### src/rtl/cheat_consts.svh
// Widths and opcodes shared by the cheat unit RTL and its testbench
// Include in any file that sizes buses or decodes instructions
`ifndef CHEAT_CONSTS_SVH
`define CHEAT_CONSTS_SVH

// SDRAM word address width
`define CHEAT_AW 22

// Instruction word and instruction RAM address widths
`define CHEAT_IW  18
`define CHEAT_IAW 12

// Sequencer opcodes
`define CHEAT_OP_END     2'd0
`define CHEAT_OP_ADDR_HI 2'd1
`define CHEAT_OP_ADDR_LO 2'd2
`define CHEAT_OP_WRITE   2'd3

`endif

### src/rtl/cheat_pkg.sv
// Bus and instruction types for the cheat unit
// Modules import this package and use its structs on their ports
`include "cheat_consts.svh"

package cheat_pkg;

    // One access to SDRAM bank 0
    typedef struct packed {
        logic [`CHEAT_AW-1:0] addr;
        logic [15:0]          din;
        // Set bit leaves that byte untouched
        logic [1:0]           din_m;
        logic                 rd;
        logic                 wr;
    } mem_req_t;

    // Opcode sits in the top two bits
    typedef struct packed {
        logic [1:0]  op;
        logic [15:0] arg;
    } cheat_insn_t;

    // Instruction RAM write port
    typedef struct packed {
        logic [`CHEAT_IAW-1:0] addr;
        cheat_insn_t           insn;
        logic                  we;
    } prog_wr_t;

endpackage

### src/rtl/bank_arbiter.sv
// Shares SDRAM bank 0 between the game and the cheat sequencer
// Game wins on an idle bank and the owner keeps it until ba0_rdy
module bank_arbiter (
    input  logic                clk,
    input  logic                rst_n,
    input  cheat_pkg::mem_req_t game,
    output logic                game_rdy,
    input  cheat_pkg::mem_req_t cheat,
    output logic                cheat_rdy,
    output cheat_pkg::mem_req_t ba0,
    input  logic                ba0_rdy
);
    import cheat_pkg::*;

    typedef enum logic [1:0] {
        own_none,
        own_game,
        own_cheat
    } owner_t;

    owner_t owner;
    logic   game_req;
    logic   cheat_req;

    assign game_req  = game.rd | game.wr;
    assign cheat_req = cheat.rd | cheat.wr;

    always_ff @(posedge clk or negedge rst_n) begin
        if (!rst_n) begin
            owner <= own_none;
        end else begin
            case (owner)
                own_none: begin
                    if (game_req) begin
                        owner <= own_game;
                    end else if (cheat_req) begin
                        owner <= own_cheat;
                    end
                end
                default: begin
                    if (ba0_rdy) begin
                        owner <= own_none;
                    end
                end
            endcase
        end
    end

    // Idle bank drives no request
    always_comb begin
        ba0 = '0;
        case (owner)
            own_game:  ba0 = game;
            own_cheat: ba0 = cheat;
            default:   ba0 = '0;
        endcase
    end

    assign game_rdy  = (owner == own_game) && ba0_rdy;
    assign cheat_rdy = (owner == own_cheat) && ba0_rdy;

    a_one_rdy: assert property (@(posedge clk) disable iff (!rst_n)
        !(game_rdy && cheat_rdy));

    // Requesters must hold their access while the bank works on it
    a_req_stable: assert property (@(posedge clk) disable iff (!rst_n)
        ((ba0.rd || ba0.wr) && !ba0_rdy) |=> $stable(ba0));

endmodule

### config.mk
export PLATFORM = sky130hd
export DESIGN_NAME = bank_arbiter
export DESIGN_NICKNAME = d
export VERILOG_FILES = /design/src/rtl/cheat_pkg.sv /design/src/rtl/bank_arbiter.sv
export VERILOG_INCLUDE_DIRS = /design/src /design/src/rtl
export SDC_FILE = /design/constraint.sdc
export NUM_CORES = 1
export LEC_CHECK = 0
export ABC_AREA = 1
export BUFFER_PORTS_ARGS = -buffer_cell sky130_fd_sc_hd__buf_2
export CORE_ASPECT_RATIO = 0.6
export CORE_UTILIZATION = 32
export CTS_CLUSTER_DIAMETER = 60
export CTS_CLUSTER_SIZE = 12
export DETAILED_ROUTE_END_ITERATION = 10
export GPL_TIMING_DRIVEN = 0
export PLACE_DENSITY = 0.93
export REMOVE_ABC_BUFFERS = 1
export SYNTH_ARGS = -nofsm -noshare
export SYNTH_HDL_FRONTEND = slang
export SYNTH_SLANG_ARGS = --single-unit
### constraint.sdc
create_clock -name clk -period 3.5 [get_ports clk]
set_input_delay 0.525 -clock clk [delete_from_list [all_inputs] [get_ports clk]]
set_output_delay 0.525 -clock clk [all_outputs]
set_load 0.1 [all_outputs]
After elaboration in Yosys (flattened, before gate mapping) --
Index checks and enable logic that the tools add are counted. W data, S select, Z words.
Word-level totals: output and inout bits 44, input bits 87, flip-flop bits (word level) 2, logic and storage cells 16
Operators by class: multiplexer cells 5, reductions and logical operators 5, equality and inequality tests 3, bitwise logic cells 2
Operator list (count):
- $pmux W42 S2 | 1
- $mux W2 | 4
- $ne A3 B3 Y1 const B | 1
- $eq A2 B1 Y1 const B | 1
- $eq A2 B2 Y1 const B | 1
- $logic_and A1 B1 Y1 | 2
- $logic_not A2 Y1 | 1
- $or A1 B1 Y1 | 2
- $reduce_and A2 Y1 | 1
- $reduce_bool A2 Y1 | 1

Longest topological paths before layout --
Gate-level depths: netlist of run 1.
word-level depth 4, gate-level depth with buffers 6, gate-level depth less buffers 6

Least setup slack after synthesis of run 1 --
OpenSTA, ideal clock, no wires.
path type reg2out, start register owner[0], end output port ba0[26] (netlist name), data required time 2975 ps, path slack 584 ps, path buffers 1, arrival 2391 ps, stages on the path, launching flop included 6, cells stage by stage dfrtp_1 -> inv_1 -> ha_1 -> inv_2 -> buf_2 -> a21oi_1
RTL lines:
- from (decl) | RTL line bank_arbiter.sv:21 | owner_t owner;
- from (signal assigned) | RTL line bank_arbiter.sv:30 | owner <= own_none;
- from (signal assigned) | RTL line bank_arbiter.sv:35 | owner <= own_game;
- from (signal assigned) | RTL line bank_arbiter.sv:37 | owner <= own_cheat;
- to (decl) | RTL line bank_arbiter.sv:10 | output cheat_pkg::mem_req_t ba0,

==> results of run 1 <==
[cell usage after synthesis, drive strengths merged]
master and n:
a21oi 42, buf 14, dfrtp 2, ha 3, inv 6, nand2 91
nand3 2, nand3b 1, nor2 2, o21ai 1
[per-stage QoR]
stage	instance area (µm²)	setup WS, ps
after floorplan	746	36.3
after global placement	1440	496
after detailed placement	1440	555
after CTS	1480	335
after global routing	1480	611
final	1480	807
[routing by layer]
| layer | track usage [%] | share of wire, % | routed length (µm) |
|---|---|---|---|
| met1 | 24.0 | 46 | 1390 |
| met2 | 32.3 | 45 | 1370 |
| met3 | 2.61 | 8.2 | 249 |
| met4 | 7.20 | 0.63 | 19 |
| met5 | 0 | 0 | 0 |
[kinds of logic (layout without fill, tap and decap cells)]
logic type | count (synthesis) | count (layout) | share of synthesized area, %
and+or+nand+nor | 96 | 96 | 42.9
AOI/OAI and AO/OA | 43 | 43 | 29.0
buffers and inverters | 20 | 139 | 18.1
adders and majority gates | 3 | 3 | 4.25
DFF | 2 | 2 | 5.67
[cell usage in the layout (no fill, tap or decap)]
cell type,n
buf_2,130
nand2_1,86
a21oi_1,31
a21oi_2,11
inv_1,5
nand2_2,5
clkbuf_8,3
nor2_1,2
nand3_1,2
ha_2,2
dfrtp_1,2
inv_2,1
nand3b_1,1
o21ai_0,1
ha_1,1
[how the worst min path moves through the flow]
stage               end  slack, ps  depth (start not counted)
2_1_floorplan  owner[0]        230                          0
3_3_place_gp   owner[0]        310                          1
3_5_place_dp   owner[0]        320                          1
4_1_cts        owner[1]        100                          1
5_1_grt        owner[1]         90                          1
6_report       owner[1]        100                          1
[area by class of cell]
cell class | count | share of cell area (%)
well taps | 32 | 2.70
multi-input cells | 142 | 45.7
repair buffers | 130 | 43.9
inverters | 6 | 1.52
flip-flops and latches | 2 | 3.38
clock buffers | 3 | 2.78
==> results.toml, run 1 <==
[grt]
grt_max_degree = 44
grt_pass1_wl_um = 4720
antenna_found_initial = 0
gr-total-overflow = 0
grt_pass1_vias = 1168
grt_usage_pct = 18.8

[yosys]
yosysWarnings = 0
syn_area_um2 = 883
synth_cell_type_count = 16
ys_ff_latch = 2
avgSynthCellArea_um2 = 5.39
netlist.area_leader.share_pct = 36.5
yosysSeqAreaShare_pct = 5.67
synth_top_cell_by_area = "nand2_1"
netlist_top_cells_area = "nand2_1 (37%), a21oi_1 (18%), a21oi_2 (11%)"
syn_inst = 164

[routing]
drtIter0Drc = 44
vias = 1420
first_pass_iters = 4
post_drt_wl_per_cell_um = 9.59
detail-route-antenna-nets = 0
routed_via_density = 4.51
wl_um = 3020
drc = 0

[critical_path]
path_cells = "inv_1 > ha_2 > nand2_1 > a21oi_2 > buf_2"
path_max_fanout = 43
reg2regPathDepth = 6
crit_arrival_ps = 2170
crit_end = "ba0[1]"
cp-end-kind = "output pin"
cp_slowest_cell = "ha_2"
r2r_end = "owner[0]"
cp-start-kind = "register"
cp_data_required_time_ps = 2970
crit_type = "register to output pin"
r2r-start = "owner[0]"
cp-startpoint = "owner[1]"
rrSetupSlack_ps = 2450
slowest_delay_ps = 710
cp_top_family = "adder cells"
path_buf_inv = 2
cp_num_cells = 5

[clock_tree]
path_clk_slew_ps = 30
cts-root-buf = "clkbuf_8"
cts_setup_buffers = 0
cts_buffers = 3
clockBufferDepth = 2
h-tree-depth = 1
clkLatencyLatePin_ps = 210
cts_resized = 0
postCtsHoldBufs = 0
cts_tree = "yes"
numClockSinks = 2

[timing]
hold_viol_final = 0
rsz0062_at_grt = "false"
fin_crit_ps = 2690
worstMarginPinSlew_ps = 790
relSlewSlack_pct = 47.3
fmax_mhz = 371
final.period_utilization_pct = 77.0
clock_skew_ps = 0.287
setup_tns_ps = 0
finalSetupViolCount = 0
drv_slew = 0
whs_ps = 102

[status]
status = "complete, no violations"

[finish]
utilization_pct = 58.0
largest_reg_flops = 2
drive_above_1_share_pct = 53.7
largest-register = "owner"
multi_input_area_um2 = 678
final_net_count = 375
final_cells = 315
fill_cells = 256
diodes = 0
seq_area_um2 = 50.0
area_delta_synth_final_pct = 67.8
reg_top3 = "owner x2"

[place]
place.gp.congestion = 0.692
dp.cells = 312
dpl.hpwl_um = 2250
io_buffers = 130

[floorplan]
fp.dieH_um = 42.7
core_area_um2 = 2560
die_w_um = 69.8
rows = 14
start_util_pct = 34.5
dieArea_um2 = 2980
ios = 131

[hold_path]
hold_path.class = "input pin to async pin"

[run]
drv_cap = 0
Power of run 1 is left out: the tool's default activity adds up to more than one toggle a clock period on the data nets, which glitch-free logic cannot reach.
==> run 2: changes to the inputs <==
Settings changed: ABC_AREA 1 to 0, CORE_UTILIZATION 32 to 26, PLACE_DENSITY 0.93 to 0.85.
Clock period 3.5 ns to 2.4 ns, I/O delays scaled along.
==> results.toml, run 2 <==
[critical_path]
crit_type = "register to output pin"
cp-end-kind = "output pin"
path_max_fanout = 23
cp-start-kind = "register"
crit_arrival_ps = 1980
cp_data_required_time_ps = 2040

[yosys]
synth_most_common_cell = "nor2b_1"
synthTopCellsByCount = "nor2b_1 (43), a22oi_1 (42), buf_2 (5), buf_4 (5), clkbuf_1 (4)"
netlist.area_leader.share_pct = 39.0
yosysWarnings = 0
yosysSeqAreaShare_pct = 6.19
avgSynthCellArea_um2 = 7.15
synth_cell_type_count = 14
netlist_top_cells_area = "a22oi_1 (39%), nor2b_1 (33%), dfrtp_1 (6.2%)"
ys_ff_latch = 2
ys.flop_type = "dfrtp_1"
synth_edf_count = 0
syn_inst = 113
syn_area_um2 = 808
synth_top_cell_by_area = "a22oi_1"
synth_async_sr_flop_share_pct = 100

[routing]
first_pass_iters = 5
top_layer_used = "met3"
wl_um = 3390
vias = 1328
dr_wl_met2_um = 1580
post_drt_wl_per_cell_um = 12.2
drtIter0Drc = 38
detail-route-antenna-nets = 0
wl_met3_um = 264
drc = 0
routed_via_density = 4.79
drt-met1-wl_um = 1540

[timing]
relSlewSlack_pct = 67.5
fin_crit_ps = 2340
drv_slew = 0
fmax_mhz = 426
hold_viol_final = 0
final.period_utilization_pct = 97.7
worstMarginPinSlew_ps = 490
finalSetupViolCount = 0
clock_skew_ps = 3.57

[floorplan]
ios = 131
fp.dieH_um = 45.2
rows = 15
die_w_um = 74.0
core_area_um2 = 2910
dieArea_um2 = 3340
start_util_pct = 27.8

[grt]
grt_max_degree = 44
grt_pass1_vias = 1078
grt_pass1_wl_um = 4460
antenna_found_initial = 0
gr-total-overflow = 0
grt_usage_pct = 16.7

[clock_tree]
clockBufferDepth = 2
path_clk_slew_ps = 30
clkLatencyLatePin_ps = 210
h-tree-depth = 1
cts_buffers = 3
numClockSinks = 2
cts-root-buf = "clkbuf_8"
cts_tree = "yes"

[finish]
drive_above_1_share_pct = 58.7
largest-register = "owner"
final_cell_mix = "buf_2 (110), nor2b_1 (43), a22oi_1 (42)"
fill_cells = 264
area_delta_synth_final_pct = 98.3
final_area_um2 = 1600
largest_reg_flops = 2
reg_top3 = "owner x2"
diodes = 0
layout_commonest_cell = "buf_2"
final_net_count = 327

[place]
dpl.hpwl_um = 2130
io_buffers = 130
place.gp.congestion = 0.773
dpl_cell_area_um2 = 1430

[run]
drv_cap = 0

[hold_path]
hold_path.class = "input pin to register"

[status]
status = "complete, no violations"
-- run 2: cell types whose count changed in the layout (fill, tap and decap cells not counted), moves of 19 or more --
cell | before | now
a22oi_1 | 0 | 42
nor2b_1 | 0 | 43
a21oi_1 | 31 | 0
nand2_1 | 86 | 0
buf_2 | 130 | 110
buf_4 | 0 | 19
-- run 2: path summary, 6_finish.rpt --
kind	end	from	slack (ps)	depth (start not counted)
setup / recovery	ba0[24]	owner[1]	60	6
max in group asynchronous	owner[0]	rst_n	1820	2
hold / removal	owner[1]	ba0_rdy	380	2
setup reg to reg	owner[0]	owner[1]	950	4
min in group asynchronous	owner[1]	rst_n	480	2
hold reg to reg	owner[1]	owner[1]	690	2
-- run 2: metal layers --
layer	vias to the layer above	track usage [%]
li1	661	-
met1	591	22.3
met2	76	29.3
met3	0	2.46
met4	0	2.31
met5	-	0
-- run 2: cells by family after synthesis --
| family | share of synthesized area [%] |
|---|---|
| buf+inv | 10.5 |
| simple gates | 37.5 |
| compound gates | 41.2 |
| fa+ha+maj | 4.64 |
| flops | 6.19 |
-- run 2: cell type report --
| cell class | count | area (µm²) | area share [%] |
|---|---|---|---|
| timing repair buffer | 133 | 741 | 46.2 |
| sequential | 2 | 50.0 | 3.12 |
| multi-input combinational | 95 | 711 | 44.3 |
| inverter | 2 | 7.51 | 0.468 |
| tap | 42 | 52.6 | 3.28 |
| clock buffer | 3 | 41.3 | 2.58 |
-- run 2: per-stage QoR --
stage	hold WS, ps	util (%)	worst slack (ps)	cells	setup TNS (ps)
after global routing	392	55.1	-24.6	277	-55.1
after detailed placement	147	49.3	-476	271	-18330
final	380	55.1	55.0	277	0
after floorplan	64.4	-	-822	99	-34710
after CTS	381	52.3	11.4	275	0
after global placement	145	49.3	-456	271	-17940
-- run 2: worst max-delay path, stage by stage (launching register included) --
cell and delay (ps):
dfrtp_1 420, inv_1 190, ha_4 350, buf_8 230
a22oi_1 110, nor2b_1 150, buf_4 310
-- run 2: repair_timing --
action                                  in CTS  in global routing
hold buffers                                 1                  0
setup buffers                                0                  2
endpoints found under the setup margin      44                 42
gates cloned                                 0                  0
hold endpoints to repair                     2                  0
resized for setup                            6                 39
pin swaps                                    0                  1
Power of run 2 is left out for the same reason.
