### config.mk
export PLATFORM = sky130hd
export DESIGN_NAME = prog_packer
export DESIGN_NICKNAME = d
export VERILOG_FILES = /design/src/rtl/cheat_pkg.sv /design/src/rtl/prog_packer.sv
export VERILOG_INCLUDE_DIRS = /design/src /design/src/rtl
export SDC_FILE = /design/constraint.sdc
export NUM_CORES = 1
export LEC_CHECK = 0
export BUFFER_PORTS_ARGS = -buffer_cell sky130_fd_sc_hd__buf_2
export CAP_MARGIN = 20
export CORE_MARGIN = 3
export CORE_UTILIZATION = 52
export DETAILED_ROUTE_END_ITERATION = 10
export PLACE_DENSITY = 0.8
export SETUP_SLACK_MARGIN = 0.1
export SYNTH_ARGS = -nofsm -noshare
export SYNTH_HDL_FRONTEND = slang
export SYNTH_SLANG_ARGS = --single-unit
### constraint.sdc
create_clock -name clk -period 2.6 [get_ports clk]
set_input_delay 0.13 -clock clk [delete_from_list [all_inputs] [get_ports clk]]
set_output_delay 0.13 -clock clk [all_outputs]
set_load 0.02 [all_outputs]
### src/rtl/cheat_consts.svh
// Widths and opcodes shared by the cheat unit RTL and its testbench
// Include in any file that sizes buses or decodes instructions
`ifndef CHEAT_CONSTS_SVH
`define CHEAT_CONSTS_SVH

// SDRAM word address width
`define CHEAT_AW 22

// Instruction word and instruction RAM address widths
`define CHEAT_IW  18
`define CHEAT_IAW 12

// Sequencer opcodes
`define CHEAT_OP_END     2'd0
`define CHEAT_OP_ADDR_HI 2'd1
`define CHEAT_OP_ADDR_LO 2'd2
`define CHEAT_OP_WRITE   2'd3

`endif

### src/rtl/cheat_pkg.sv
// Bus and instruction types for the cheat unit
// Modules import this package and use its structs on their ports
`include "cheat_consts.svh"

package cheat_pkg;

    // One access to SDRAM bank 0
    typedef struct packed {
        logic [`CHEAT_AW-1:0] addr;
        logic [15:0]          din;
        // Set bit leaves that byte untouched
        logic [1:0]           din_m;
        logic                 rd;
        logic                 wr;
    } mem_req_t;

    // Opcode sits in the top two bits
    typedef struct packed {
        logic [1:0]  op;
        logic [15:0] arg;
    } cheat_insn_t;

    // Instruction RAM write port
    typedef struct packed {
        logic [`CHEAT_IAW-1:0] addr;
        cheat_insn_t           insn;
        logic                  we;
    } prog_wr_t;

endpackage

### src/rtl/prog_packer.sv
// Packs the host byte stream, LSB first, into 18-bit instruction words
// Each finished word is written to the next instruction RAM address
`include "cheat_consts.svh"

module prog_packer (
    input  logic               clk,
    input  logic               rst_n,
    input  logic               prog_en,
    input  logic               prog_wr,
    input  logic [7:0]         prog_data,
    output cheat_pkg::prog_wr_t wr
);
    import cheat_pkg::*;

    logic                  last_en;
    logic                  start;
    logic                  take;
    logic                  word_done;
    // Up to 17 leftover bits plus one new byte
    logic [24:0]           acc;
    logic [24:0]           acc_app;
    logic [4:0]            fill;
    logic [4:0]            fill_app;
    // Extra top bit flags a full RAM
    logic [`CHEAT_IAW:0]   word_cnt;
    logic                  we_q;
    logic [`CHEAT_IAW-1:0] addr_q;
    cheat_insn_t           insn_q;

    assign start     = prog_en && !last_en;
    assign take      = prog_en && prog_wr && !start;
    assign acc_app   = acc | (25'(prog_data) << fill);
    assign fill_app  = fill + 5'd8;
    assign word_done = take && (fill_app >= 5'd18);

    always_ff @(posedge clk or negedge rst_n) begin
        if (!rst_n) begin
            last_en  <= 1'b0;
            fill     <= '0;
            word_cnt <= '0;
            we_q     <= 1'b0;
        end else begin
            last_en <= prog_en;
            we_q    <= word_done;
            if (start) begin
                fill     <= '0;
                word_cnt <= '0;
            end else if (word_done) begin
                fill     <= fill_app - 5'd18;
                word_cnt <= word_cnt + 1'b1;
            end else if (take) begin
                fill <= fill_app;
            end
        end
    end

    // Accumulator and output word
    always_ff @(posedge clk) begin
        if (start) begin
            acc <= '0;
        end else if (take) begin
            acc <= word_done ? (acc_app >> 18) : acc_app;
        end
        if (word_done) begin
            insn_q <= cheat_insn_t'(acc_app[`CHEAT_IW-1:0]);
            addr_q <= word_cnt[`CHEAT_IAW-1:0];
        end
    end

    assign wr.addr = addr_q;
    assign wr.insn = insn_q;
    assign wr.we   = we_q;

    // A program longer than the RAM would overwrite its own start
    a_no_wrap: assert property (@(posedge clk) disable iff (!rst_n)
        (prog_en && word_done) |-> !word_cnt[`CHEAT_IAW]);

endmodule

Word-level counts from Yosys, hierarchy flattened
Cells that the tools add are included.
{"block": "totals", "reg_bits": 75, "inputBits": 12, "out_inout_bits": 31, "word_cells": 28}
{"block": "op_classes", "addsub": 3, "n_lt_le_gt_ge": 1, "shifts": 1, "muxes": 6, "bitwise_logic": 1, "reduce_logical": 8}
{"operator": "2-to-1 mux 13 bit", "n": 2}
{"operator": "2-to-1 mux 25 bit", "n": 1}
{"operator": "OR 25 bit", "n": 1}
{"operator": "<< shifter 8 x 5 -> 25 bit", "n": 1}
{"operator": "2-to-1 mux 5 bit", "n": 3}
{"operator": "adder 13 x 1 -> 13 bit, second input constant", "n": 1}
{"operator": "adder 5 x 4 -> 5 bit, second input constant", "n": 1}
{"operator": ">= comparator 5 bit, second input constant", "n": 1}
{"operator": "subtractor 5 bit, second input constant", "n": 1}
{"operator": "logical AND 1 bit", "n": 4}
{"operator": "nonzero test 3 bit", "n": 1}
{"operator": "logical NOT 1 bit", "n": 2}
{"operator": "nonzero test 2 bit", "n": 1}

Longest topological paths before layout
Gate-level depths: netlist of run 1.
{"block": "logic_depth", "word_depth": 7, "mapped_depth": 10, "depth_no_buf": 7}

Least setup slack after synthesis of run 1
No wires, ideal clock.
{"block": "synth_path", "path_type": "register to register", "start": "register fill[2]", "end": "register word_cnt[9]", "setup_time_ns": 0.120, "arrival_ns": 2.432, "path_slack_ns": 0.047, "path_stages_with_launch": 11, "cell_sequence": "dfrtp_1 -> buf_2 -> buf_2 -> inv_2 -> ha_1 -> nor2b_1 -> o31ai_4 -> inv_2 -> buf_2 -> a31oi_1 -> a41o_1"}
{"block": "synth_between", "elab_chain_cells": 4}
{"element": "from (decl)", "line": "prog_packer.sv:22", "source": "logic [4:0] fill;"}
{"element": "from (signal assigned)", "line": "prog_packer.sv:49", "source": "fill <= fill_app - 5'd18;"}
{"element": "from (signal assigned)", "line": "prog_packer.sv:52", "source": "fill <= fill_app;"}
{"element": "adder 5 x 4 -> 5 bit", "line": "prog_packer.sv:33", "source": "assign fill_app = fill + 5'd8;"}
{"element": ">= comparator 5 bit", "line": "prog_packer.sv:34", "source": "assign word_done = take && (fill_app >= 5'd18);"}
{"element": "logical AND 1 bit", "line": "prog_packer.sv:34"}
{"element": "net word_done", "line": "prog_packer.sv:18", "source": "logic word_done;"}
{"element": "nonzero test 2 bit (no line)"}
{"element": "to (signal assigned)", "line": "prog_packer.sv:50", "source": "word_cnt <= word_cnt + 1'b1;"}
{"element": "to (decl)", "line": "prog_packer.sv:25", "source": "logic [`CHEAT_IAW:0] word_cnt;"}
The timed path passes the listed nets, and every way through them passes these cells.
A chain may end at the register's enable or synchronous reset.

Worst setup path in the final report of run 1
{"block": "layout_path", "start": "register fill[4]", "end": "register acc[10]"}
{"block": "layout_between", "elab_chain_cells": 4, "elab_cells_between_ends": 6, "classes_between": "add/sub (1); order compare (1); shift (1); mux (1); bitwise (1); reduce/logical (1)"}
{"element": "adder 5 x 4 -> 5 bit", "line": "prog_packer.sv:33"}
{"element": ">= comparator 5 bit", "line": "prog_packer.sv:34"}
{"element": "logical AND 1 bit", "line": "prog_packer.sv:34"}
{"element": "2-to-1 mux 25 bit (*)", "line": "prog_packer.sv:62", "source": "acc <= word_done ? (acc_app >> 18) : acc_app;"}
{"element": "to (signal assigned)", "line": "prog_packer.sv:62"}
{"element": "to (decl)", "line": "prog_packer.sv:20", "source": "logic [24:0] acc;"}
Every way passes the cells marked *; elsewhere a longest branch is shown, timed or not.

==> flow_summary.json, run 1 <==
{
  "startpoint_type": "flip-flop",
  "max_freq_mhz": 431,
  "drtIter0Drc": 248,
  "clk_pin_slew_ns": 0.08,
  "layout_common_cells": "42 x buf_2, 30 x edfxtp_1, 25 x dfxtp_1, 24 x nor2_1, 18 x dfrtp_1",
  "nets": 363,
  "cts_root_buf": "clkbuf_8",
  "routed_wl_um": 7910,
  "viasPerCell": 6.26,
  "yosysTopAreaCell": "edfxtp_1",
  "ys_warn_count": 0,
  "postSynth.asyncResetShare_pct": 24.7,
  "placed_cells": 409,
  "fill_cells": 489,
  "worstPathBufferInverterCount": 1,
  "slowest_delay_ns": 0.49,
  "dpl.hpwl_um": 5340,
  "grt_pass1_vias": 2480,
  "die_y_um": 86,
  "final-hold-violation-count": 0,
  "cts_tree": "built",
  "cts_num_sinks": 73,
  "coreArea_mm2": 0.00606,
  "ys_seq_elements": 73,
  "fin_cells": 427,
  "antennaDiodeCount": 0,
  "route.detailed.wl_per_inst_um": 18.5,
  "crit_slowest_cell": "dfrtp_1",
  "synth_flop_cell": "edfxtp_1",
  "cts_buffers": 9,
  "netlist_instances": 299,
  "syn_area_mm2": 0.00333,
  "dp_slack_ns": 0.340,
  "ios": 43,
  "dr.pass1.iters": 5,
  "layout_commonest_cell": "buf_2",
  "p_leak_nw": 1.54,
  "syn_avg_cell_area_um2": 11.1,
  "clock_latency_ns": 0.36,
  "report.final.slew_viol_count": 0,
  "synth_top_area_share_pct": 27.1,
  "cp-end-kind": "flip-flop",
  "ant_nets": 0,
  "slew_headroom_pct": 38.8,
  "yosysSeqAreaShare_pct": 55.6,
  "grtUsageTotal_pct": 22.6,
  "synth-edff-count": 30,
  "setup_slack_ns": 0.278,
  "die_x_um": 86,
  "drc": 0,
  "cts_max_path_buffers": 2,
  "portBuffers": 42,
  "row_count": 28,
  "area_delta_synth_final_pct": 16.8,
  "dr_total_vias": 2671,
  "drive_above_1_share_pct": 22.7,
  "fin_util_pct": 64.1,
  "cp_top_family": "simple AND/OR/NAND/NOR gates",
  "start_util_pct": 54.9,
  "status": "complete, no violations",
  "required_ns": 2.87,
  "fin_crit_sh_pct": 89.3,
  "peakVddDrop_mv": 0.413,
  "synthTopCellsByArea": "edfxtp_1 27%, dfxtp_1 15%, dfrtp_1 14%",
  "cp_max_fo": 13,
  "finalSetupViolations": 0,
  "crit_chain": "ha_1 -> and4bb_4 -> o31ai_4 -> buf_4 -> nand2_1 -> nor3b_1",
  "cts_max_level": 3,
  "dieArea_mm2": 0.00740,
  "period_minus_slack_ns": 2.32,
  "worstPathArrival_ns": 2.59,
  "tightest_slew_ns": 0.916,
  "grt_pass1_wl_um": 12800,
  "rsz0062_at_grt": "false",
  "synth_nets": 315,
  "yosys.cell_types.count": 55,
  "drv_cap": 0,
  "holdCritPathClass": "input pin to flip-flop",
  "grt_max_degree": 27,
  "fin_setup_tns_ns": 0,
  "antenna_found_initial": 0,
  "crit_type": "flip-flop to flip-flop",
  "cellPowerDensity_mw_per_mm2": 765,
  "skew_ns": 0.00812,
  "place_congestion": 0.933,
  "overflow": 0
}
metrics by stage:
stage / hold WS [ns] / instance area, um2 / power [mW]
2_1_floorplan: -0.166 / 3330 / 1.72
3_3_place_gp: 0.0788 / 3620 / 1.86
3_5_place_dp: 0.0885 / 3620 / 1.87
4_1_cts: 0.146 / 3890 / 2.96
5_1_grt: 0.145 / 3890 / 3.08
6_report: 0.148 / 3890 / 2.97
flip-flops by register name, indices dropped and copies added, names as in the netlist:
name,flops
last_en,1
we_q,1
wr,18
addr_q,12
acc,25
word_cnt,12
fill,4
where the power goes:
group | internal, mW | switching [mW]
Combinational | 0.220 | 0.344
Clock | 0.643 | 0.460
Sequential | 1.27 | 0.0395
Total | 2.13 | 0.844
area by class of cell:
cell class	count	area (um2)	area share [%]
Sequential cell	73	1850	47.6
Multi-Input combinational cell	198	1340	34.5
Timing Repair Buffer	57	328	8.43
Clock buffer	10	128	3.28
Clock inverter	6	115	2.96
Tap cell	75	93.8	2.41
Inverter	8	30.0	0.772
cells in the mapped netlist, types with 3 or more instances:
cell type  instances
a211oi_1           3
a21boi_1           3
a21o_1            11
a21oi_1           17
a221o_1            6
a311oi_1           3
a31oi_1            5
and3_1             3
buf_2              9
buf_4              3
clkbuf_1           7
dfrtp_1           18
dfxtp_1           25
edfxtp_1          30
ha_1               4
inv_1              6
mux2_2             4
mux2i_1            7
nand2_1           15
nand3_1           10
nor2_1            24
nor2b_1            9
nor3_1             8
nor3b_1            8
o21ai_0            5
o21ai_1            4
o221ai_1           3
o31ai_1            7
or4_1              5
per-layer routing:
layer | track usage [%] | share of wire (%) | wire length (um)
met1 | 31.1 | 44 | 3490
met2 | 35.3 | 48 | 3800
met3 | 4.71 | 6.3 | 502
met4 | 8.06 | 1.4 | 113
met5 | 0 | 0 | 0
worst reg2reg max path: stages, from the launching register on:
cell	delay, ns
dfrtp_1	0.49
ha_1	0.38
and4bb_4	0.23
o31ai_4	0.24
buf_4	0.22
nand2_1	0.35
nor3b_1	0.32
what timing repair did:
item | in CTS | in global routing
hold buffers | 2 | 0
gates resized for setup | 0 | 0
endpoints found under the hold margin | 19 | 0
buffers inserted | 0 | 0
path summary, 6_finish.rpt:
| check | startpoint | endpoint | slack (ns) | cells after the start |
|---|---|---|---|---|
| worst max-delay path | fill[4] | acc[10] | 0.28 | 6 |
| worst max register to register | fill[4] | acc[10] | 0.28 | 6 |
| worst min register to register | acc[11] | acc[11] | 0.46 | 2 |
| min in group asynchronous | rst_n | word_cnt[1] | 0.24 | 2 |
| worst min-delay path | prog_wr | acc[6] | 0.15 | 3 |
| max in group asynchronous | rst_n | fill[1] | 2.06 | 2 |
cell families after synthesis:
group                      Yosys count  share of synthesized area [%]
DFF                                 73                           55.6
AOI/OAI and AO/OA                   86                           19.0
buffers and inverters               28                           4.06
adders and majority gates            4                           1.50
and+or+nand+nor                     95                           15.4
xor gates and xnor gates             1                          0.263
muxes                               12                           4.14
Power figures use the tool's default switching activity.
==> run 2: changes to the inputs <==
- CORE_ASPECT_RATIO: default -> 0.5
- SLEW_MARGIN: default -> 20
==> run 2 against run 1 <==
  * Final area up 0.32%
  * Global-route usage down 0.29 points
  * Fmax down 2.5%
  * Combinational power shrank 0.9%
  * Routed wire length shrank 2.0%
  * Clock skew is 0.0057 ns lower
  * Final cell count grew 1.6%
  * Die area increased by 0.79%
  * Worst setup slack worse by 0.060 ns
  * Flip-flop and latch count stayed put
  * Sequential share of layout area fell by 0.15 points
  * Critical path type unchanged
  * Critical endpoint is now acc[3]
==> flow_summary.json, run 2 (synthesis gave the netlist of run 1 again) <==
{
  "wl_met2_um": 3590,
  "antennaDiodeCount": 0,
  "overflow": 0,
  "final-hold-violation-count": 0,
  "dpl.hpwl_um": 5230,
  "dieArea_mm2": 0.00745,
  "clk_pin_slew_ns": 0.05,
  "viasPerCell": 6.27,
  "nets": 361,
  "coreArea_mm2": 0.00582,
  "ios": 43,
  "internal-power_mw": 2.13,
  "antenna_found_initial": 0,
  "cp-end-kind": "flip-flop",
  "startpoint_type": "flip-flop",
  "worstPathArrival_ns": 2.57,
  "max_freq_mhz": 420,
  "fin_area_mm2": 0.00390,
  "grt_max_degree": 27,
  "cellPowerDensity_mw_per_mm2": 754,
  "fin_setup_tns_ns": 0,
  "dp_slack_ns": 0.271,
  "required_ns": 2.79,
  "area_delta_synth_final_pct": 17.2,
  "slew_headroom_pct": 48.1,
  "cts_tree": "built",
  "drv_cap": 0,
  "cts_num_sinks": 73,
  "postCtsSetupBuffers": 0,
  "grtUsageTotal_pct": 22.3,
  "cts_max_level": 3,
  "dr.max_layer_used": "met4",
  "drive_above_1_share_pct": 21.4,
  "cts_buffers": 9,
  "status": "complete, no violations",
  "portBuffers": 42,
  "p_leak_nw": 1.53,
  "rsz0062_at_grt": "false",
  "layout_commonest_cell": "buf_2",
  "cts_max_path_buffers": 2,
  "drc": 0,
  "peakVddDrop_mv": 0.491,
  "layout_common_cells": "42 x buf_2, 30 x edfxtp_1, 25 x dfxtp_1, 24 x nor2_1, 18 x dfrtp_1",
  "die_x_um": 119,
  "comb_power_share_pct": 19.0,
  "dr_total_vias": 2722,
  "die_y_um": 62.6,
  "dpl_cell_area_mm2": 0.00362,
  "grt_pass1_vias": 2642,
  "largest_register_ffs": 25,
  "period_minus_slack_ns": 2.38,
  "place_congestion": 0.947,
  "grt_pass1_wl_um": 13000,
  "worstPathBufferInverterCount": 1,
  "m1WireLength_um": 3400,
  "routed_wl_um": 7750,
  "crit_type": "flip-flop to flip-flop",
  "holdCritPathClass": "input pin to flip-flop",
  "report.final.slew_viol_count": 0,
  "slowest_delay_ns": 0.57,
  "crit_chain": "ha_1 -> and4bb_4 -> o31ai_4 -> buf_4 -> a2111oi_0 -> nor3_1",
  "p_sw_uw": 817,
  "start_util_pct": 57.1,
  "dr_wl_met3_um": 583,
  "dr.pass1.iters": 5,
  "crit_slowest_cell": "dfrtp_1",
  "cp_top_family": "compound AO/OA/AOI/OAI gates",
  "ant_nets": 0,
  "row_count": 19,
  "regMostFlops": "acc",
  "cp_max_fo": 22,
  "fin_crit_sh_pct": 91.6,
  "drtIter0Drc": 360,
  "clock_power_share_pct": 36.6,
  "cp.depth": 6,
  "route.detailed.wl_per_inst_um": 17.9,
  "seqPwrFrac_pct": 44.5,
  "skew_ns": 0.00244,
  "r2r.worst_path.cells": 6,
  "p_sw_share_pct": 27.8,
  "finalSetupViolations": 0,
  "setup_slack_ns": 0.218,
  "clock_latency_ns": 0.33,
  "tightest_slew_ns": 0.777,
  "cts_root_buf": "clkbuf_16",
  "hold_depth": 3,
  "holdWs_ns": 0.174
}
==> run 2: changes by cell type in the layout (fill, tap and decap cells not counted), sizes merged <==
cell    previous run  this run
bufinv             3         0
clkinv             1         3
buf               55        53
inv                9         8
clkbuf            10        12
==> run 2: what timing repair did <==
item / in CTS / in global routing
hold endpoints to repair: 19 / 0
hold buffers: 2 / 0
setup endpoints to repair: 0 / 8
gates resized for setup: 0 / 1
==> run 2: stage by stage <==
step,util (%),instances,power [mW]
2_1_floorplan,-,299,1.72
3_3_place_gp,62.2,416,1.85
3_5_place_dp,62.2,416,1.86
4_1_cts,66.9,434,2.95
5_1_grt,67.0,434,3.07
6_report,67.0,434,2.94
==> run 2: final cells by class <==
cell class              count  area, um2
clock buffers              12        236
clock inverters             4       20.0
fillers                   446       1920
inverters                   8       30.0
multi-input cells         198       1340
flip-flops and latches     73       1850
well taps                  84        105
repair buffers             55        313
==> run 2: metal layers <==
metal  vias up  global-route usage (%)
li1       1236                       -
met1      1340                    27.4
met2       119                    34.9
met3        27                    7.87
met4         0                    11.4
met5         -                       0
==> run 2: power groups by stage <==
stage	Clock (mW)	Combinational, mW	Sequential [mW]
after floorplan	0	0.390	1.33
after global placement	0	0.520	1.33
after detailed placement	0	0.533	1.33
after CTS	1.10	0.544	1.31
after global routing	1.15	0.603	1.31
final	1.08	0.559	1.31
==> run 2: path summary, 6_finish.rpt <==
path	slack, ns	start	endpoint
setup / recovery	0.22	fill[4]	acc[3]
hold / removal	0.17	prog_wr	acc[6]
setup reg to reg	0.22	fill[4]	acc[3]
hold reg to reg	0.46	acc[14]	acc[14]
max in group asynchronous	2.03	rst_n	word_cnt[2]
min in group asynchronous	0.27	rst_n	we_q
==> run 2: worst min-delay path, delay by kind of cell <==
| kind | cells | cell delay (ns) |
|---|---|---|
| AO/OA/AOI/OAI | 1 | 0.14 |
| buffers and inverters | 1 | 0.13 |
| AND/OR/NAND/NOR | 1 | 0.06 |
==> run 3: changes to the inputs <==
- CORE_UTILIZATION: 52 -> 58
- PLACE_DENSITY: 0.8 -> 0.84
- clock period: 2.6 -> 3 ns (I/O delays scaled with it)
==> run 3 against run 2 <==
  * Worst hold slack worse by 0.16 ns
  * Non-clock buffer count is 2 lower
  * Die area is 9.6% lower
  * Fmax is 12% lower
  * Highest routed layer unchanged
==> flow_summary.json, run 3 (synthesis gave the netlist of run 1 again) <==
{
  "layout_common_cells": "42 x buf_2, 30 x edfxtp_1, 25 x dfxtp_1, 24 x nor2_1, 18 x dfrtp_1",
  "regMostFlops": "acc",
  "setup_slack_ns": 0.279,
  "r2r_start": "fill[3]",
  "area_delta_synth_final_pct": 18.5,
  "worstHoldStart": "prog_en",
  "dp_slack_ns": 0.291,
  "antennaDiodeCount": 0,
  "routed_wl_um": 7700,
  "cts_num_sinks": 73,
  "peakVddDrop_mv": 0.462,
  "coreArea_mm2": 0.00523,
  "slew_headroom_pct": 30.9,
  "fin_util_pct": 75.5,
  "final-hold-violation-count": 0,
  "viasPerCell": 6.36,
  "cp-end-kind": "flip-flop",
  "p_leak_nw": 1.56,
  "cts_tree": "built",
  "report.final.slew_viol_count": 0,
  "ant_nets": 0,
  "max_freq_mhz": 367,
  "holdCritPathClass": "input pin to flip-flop",
  "rsz0062_at_grt": "false",
  "cp_max_fo": 21,
  "nets": 359,
  "dr.pass1.iters": 5,
  "die_x_um": 113,
  "finalSetupViolations": 0,
  "grt_max_degree": 27,
  "grt_pass1_vias": 2529,
  "clk_pin_slew_ns": 0.05,
  "grt_pass1_wl_um": 12600,
  "r2r_slack_ns": 0.28,
  "slowest_delay_ns": 0.55,
  "cts_max_path_buffers": 2,
  "antenna_found_initial": 0,
  "fin_setup_tns_ns": 0,
  "cts_max_level": 3,
  "route.detailed.wl_per_inst_um": 18.4,
  "largest_register_ffs": 25,
  "dr_total_vias": 2660,
  "drtIter0Drc": 354,
  "r2r.worst_path.cells": 7,
  "die_y_um": 59.6,
  "startpoint_type": "flip-flop",
  "crit_type": "flip-flop to flip-flop",
  "crit_chain": "inv_1 -> ha_1 -> and4bb_4 -> o31ai_4 -> inv_2 -> a311oi_1 -> a211oi_1",
  "required_ns": 3.18,
  "start_util_pct": 63.7,
  "grtUsageTotal_pct": 24.9,
  "ios": 43,
  "status": "complete, no violations",
  "regToRegEndpoint": "acc[4]",
  "drc": 0,
  "fill_cells": 353,
  "tightest_slew_ns": 1.03,
  "crit_slowest_cell": "dfrtp_1",
  "dpl.hpwl_um": 5230,
  "overflow": 0,
  "cts_buffers": 9,
  "cts_root_buf": "clkbuf_16",
  "skew_ns": 0.00413,
  "cellPowerDensity_mw_per_mm2": 713,
  "drv_cap": 0,
  "holdWs_ns": 0.0105,
  "clock_latency_ns": 0.33,
  "hold_end": "last_en",
  "portBuffers": 42,
  "row_count": 18,
  "place_congestion": 0.892,
  "drive_above_1_share_pct": 21.8,
  "worstPathArrival_ns": 2.90,
  "period_minus_slack_ns": 2.72,
  "dieArea_mm2": 0.00674,
  "fin_crit_sh_pct": 90.7,
  "hold_depth": 1,
  "layout_commonest_cell": "buf_2"
}
[run 3: cell types whose count changed in the layout (fill, tap and decap cells not counted), sizes merged]
cell / change
dlygate4sd3: -1
clkinvlp: -1
clkbuf: -2
bufinv: +3
buf: -1
[run 3: power by group]
group	total, mW	leakage (nW)	switching, mW	internal [mW]
Clock	1.20	0.162	0.395	0.808
Combinational	0.466	0.684	0.285	0.180
Sequential	1.14	0.715	0.0435	1.10
[run 3: worst max-delay path by stage]
stage	depth (start not counted)	slack [ns]	to	start
2_1_floorplan	10	0.45	word_cnt[9]	fill[2]
3_3_place_gp	7	0.44	acc[7]	fill[3]
3_5_place_dp	7	0.29	acc[7]	fill[3]
4_1_cts	7	0.22	acc[4]	fill[3]
5_1_grt	7	0.14	acc[4]	fill[3]
6_report	7	0.28	acc[4]	fill[3]
[run 3: repair_timing]
action / CTS / global route
buffers inserted: 0 / 2
resized for setup: 0 / 1
hold buffers: 1 / 0
hold endpoints to repair: 18 / 0
setup endpoints to repair: 0 / 10
[run 3: through the flow]
| stage | total power [mW] | cells | cell area [um2] |
|---|---|---|---|
| 2_1_floorplan | 1.49 | 299 | 3330 |
| 3_3_place_gp | 1.59 | 399 | 3580 |
| 3_5_place_dp | 1.61 | 399 | 3580 |
| 4_1_cts | 2.81 | 416 | 3930 |
| 5_1_grt | 2.91 | 418 | 3940 |
| 6_report | 2.81 | 418 | 3940 |
[run 3: layout make-up]
class | instances | area (um2) | share of cell area, %
sequential | 73 | 1850 | 47.0
timing repair buffer | 53 | 295 | 7.49
tap | 70 | 87.6 | 2.22
inverter | 8 | 30.0 | 0.761
clock inverter | 6 | 106 | 2.70
clock buffer | 10 | 229 | 5.81
multi-input combinational | 198 | 1340 | 34.1
[run 3: critical path, delay by kind of cell (launching register included)]
family	cells	cell delay, ns
flip-flops	1	0.55
AND/OR/NAND/NOR	1	0.23
adder cells (fa/ha/maj)	1	0.36
AO/OA/AOI/OAI	3	0.94
buffers and inverters	2	0.49
[run 3: per-layer routing]
layer	share of wire (%)	vias up	GRT usage [%]
met2	48	137	40.1
met4	1.6	0	11.6
met3	10	12	7.03
met1	40	1278	31.8
met5	0	-	0
li1	-	1233	-
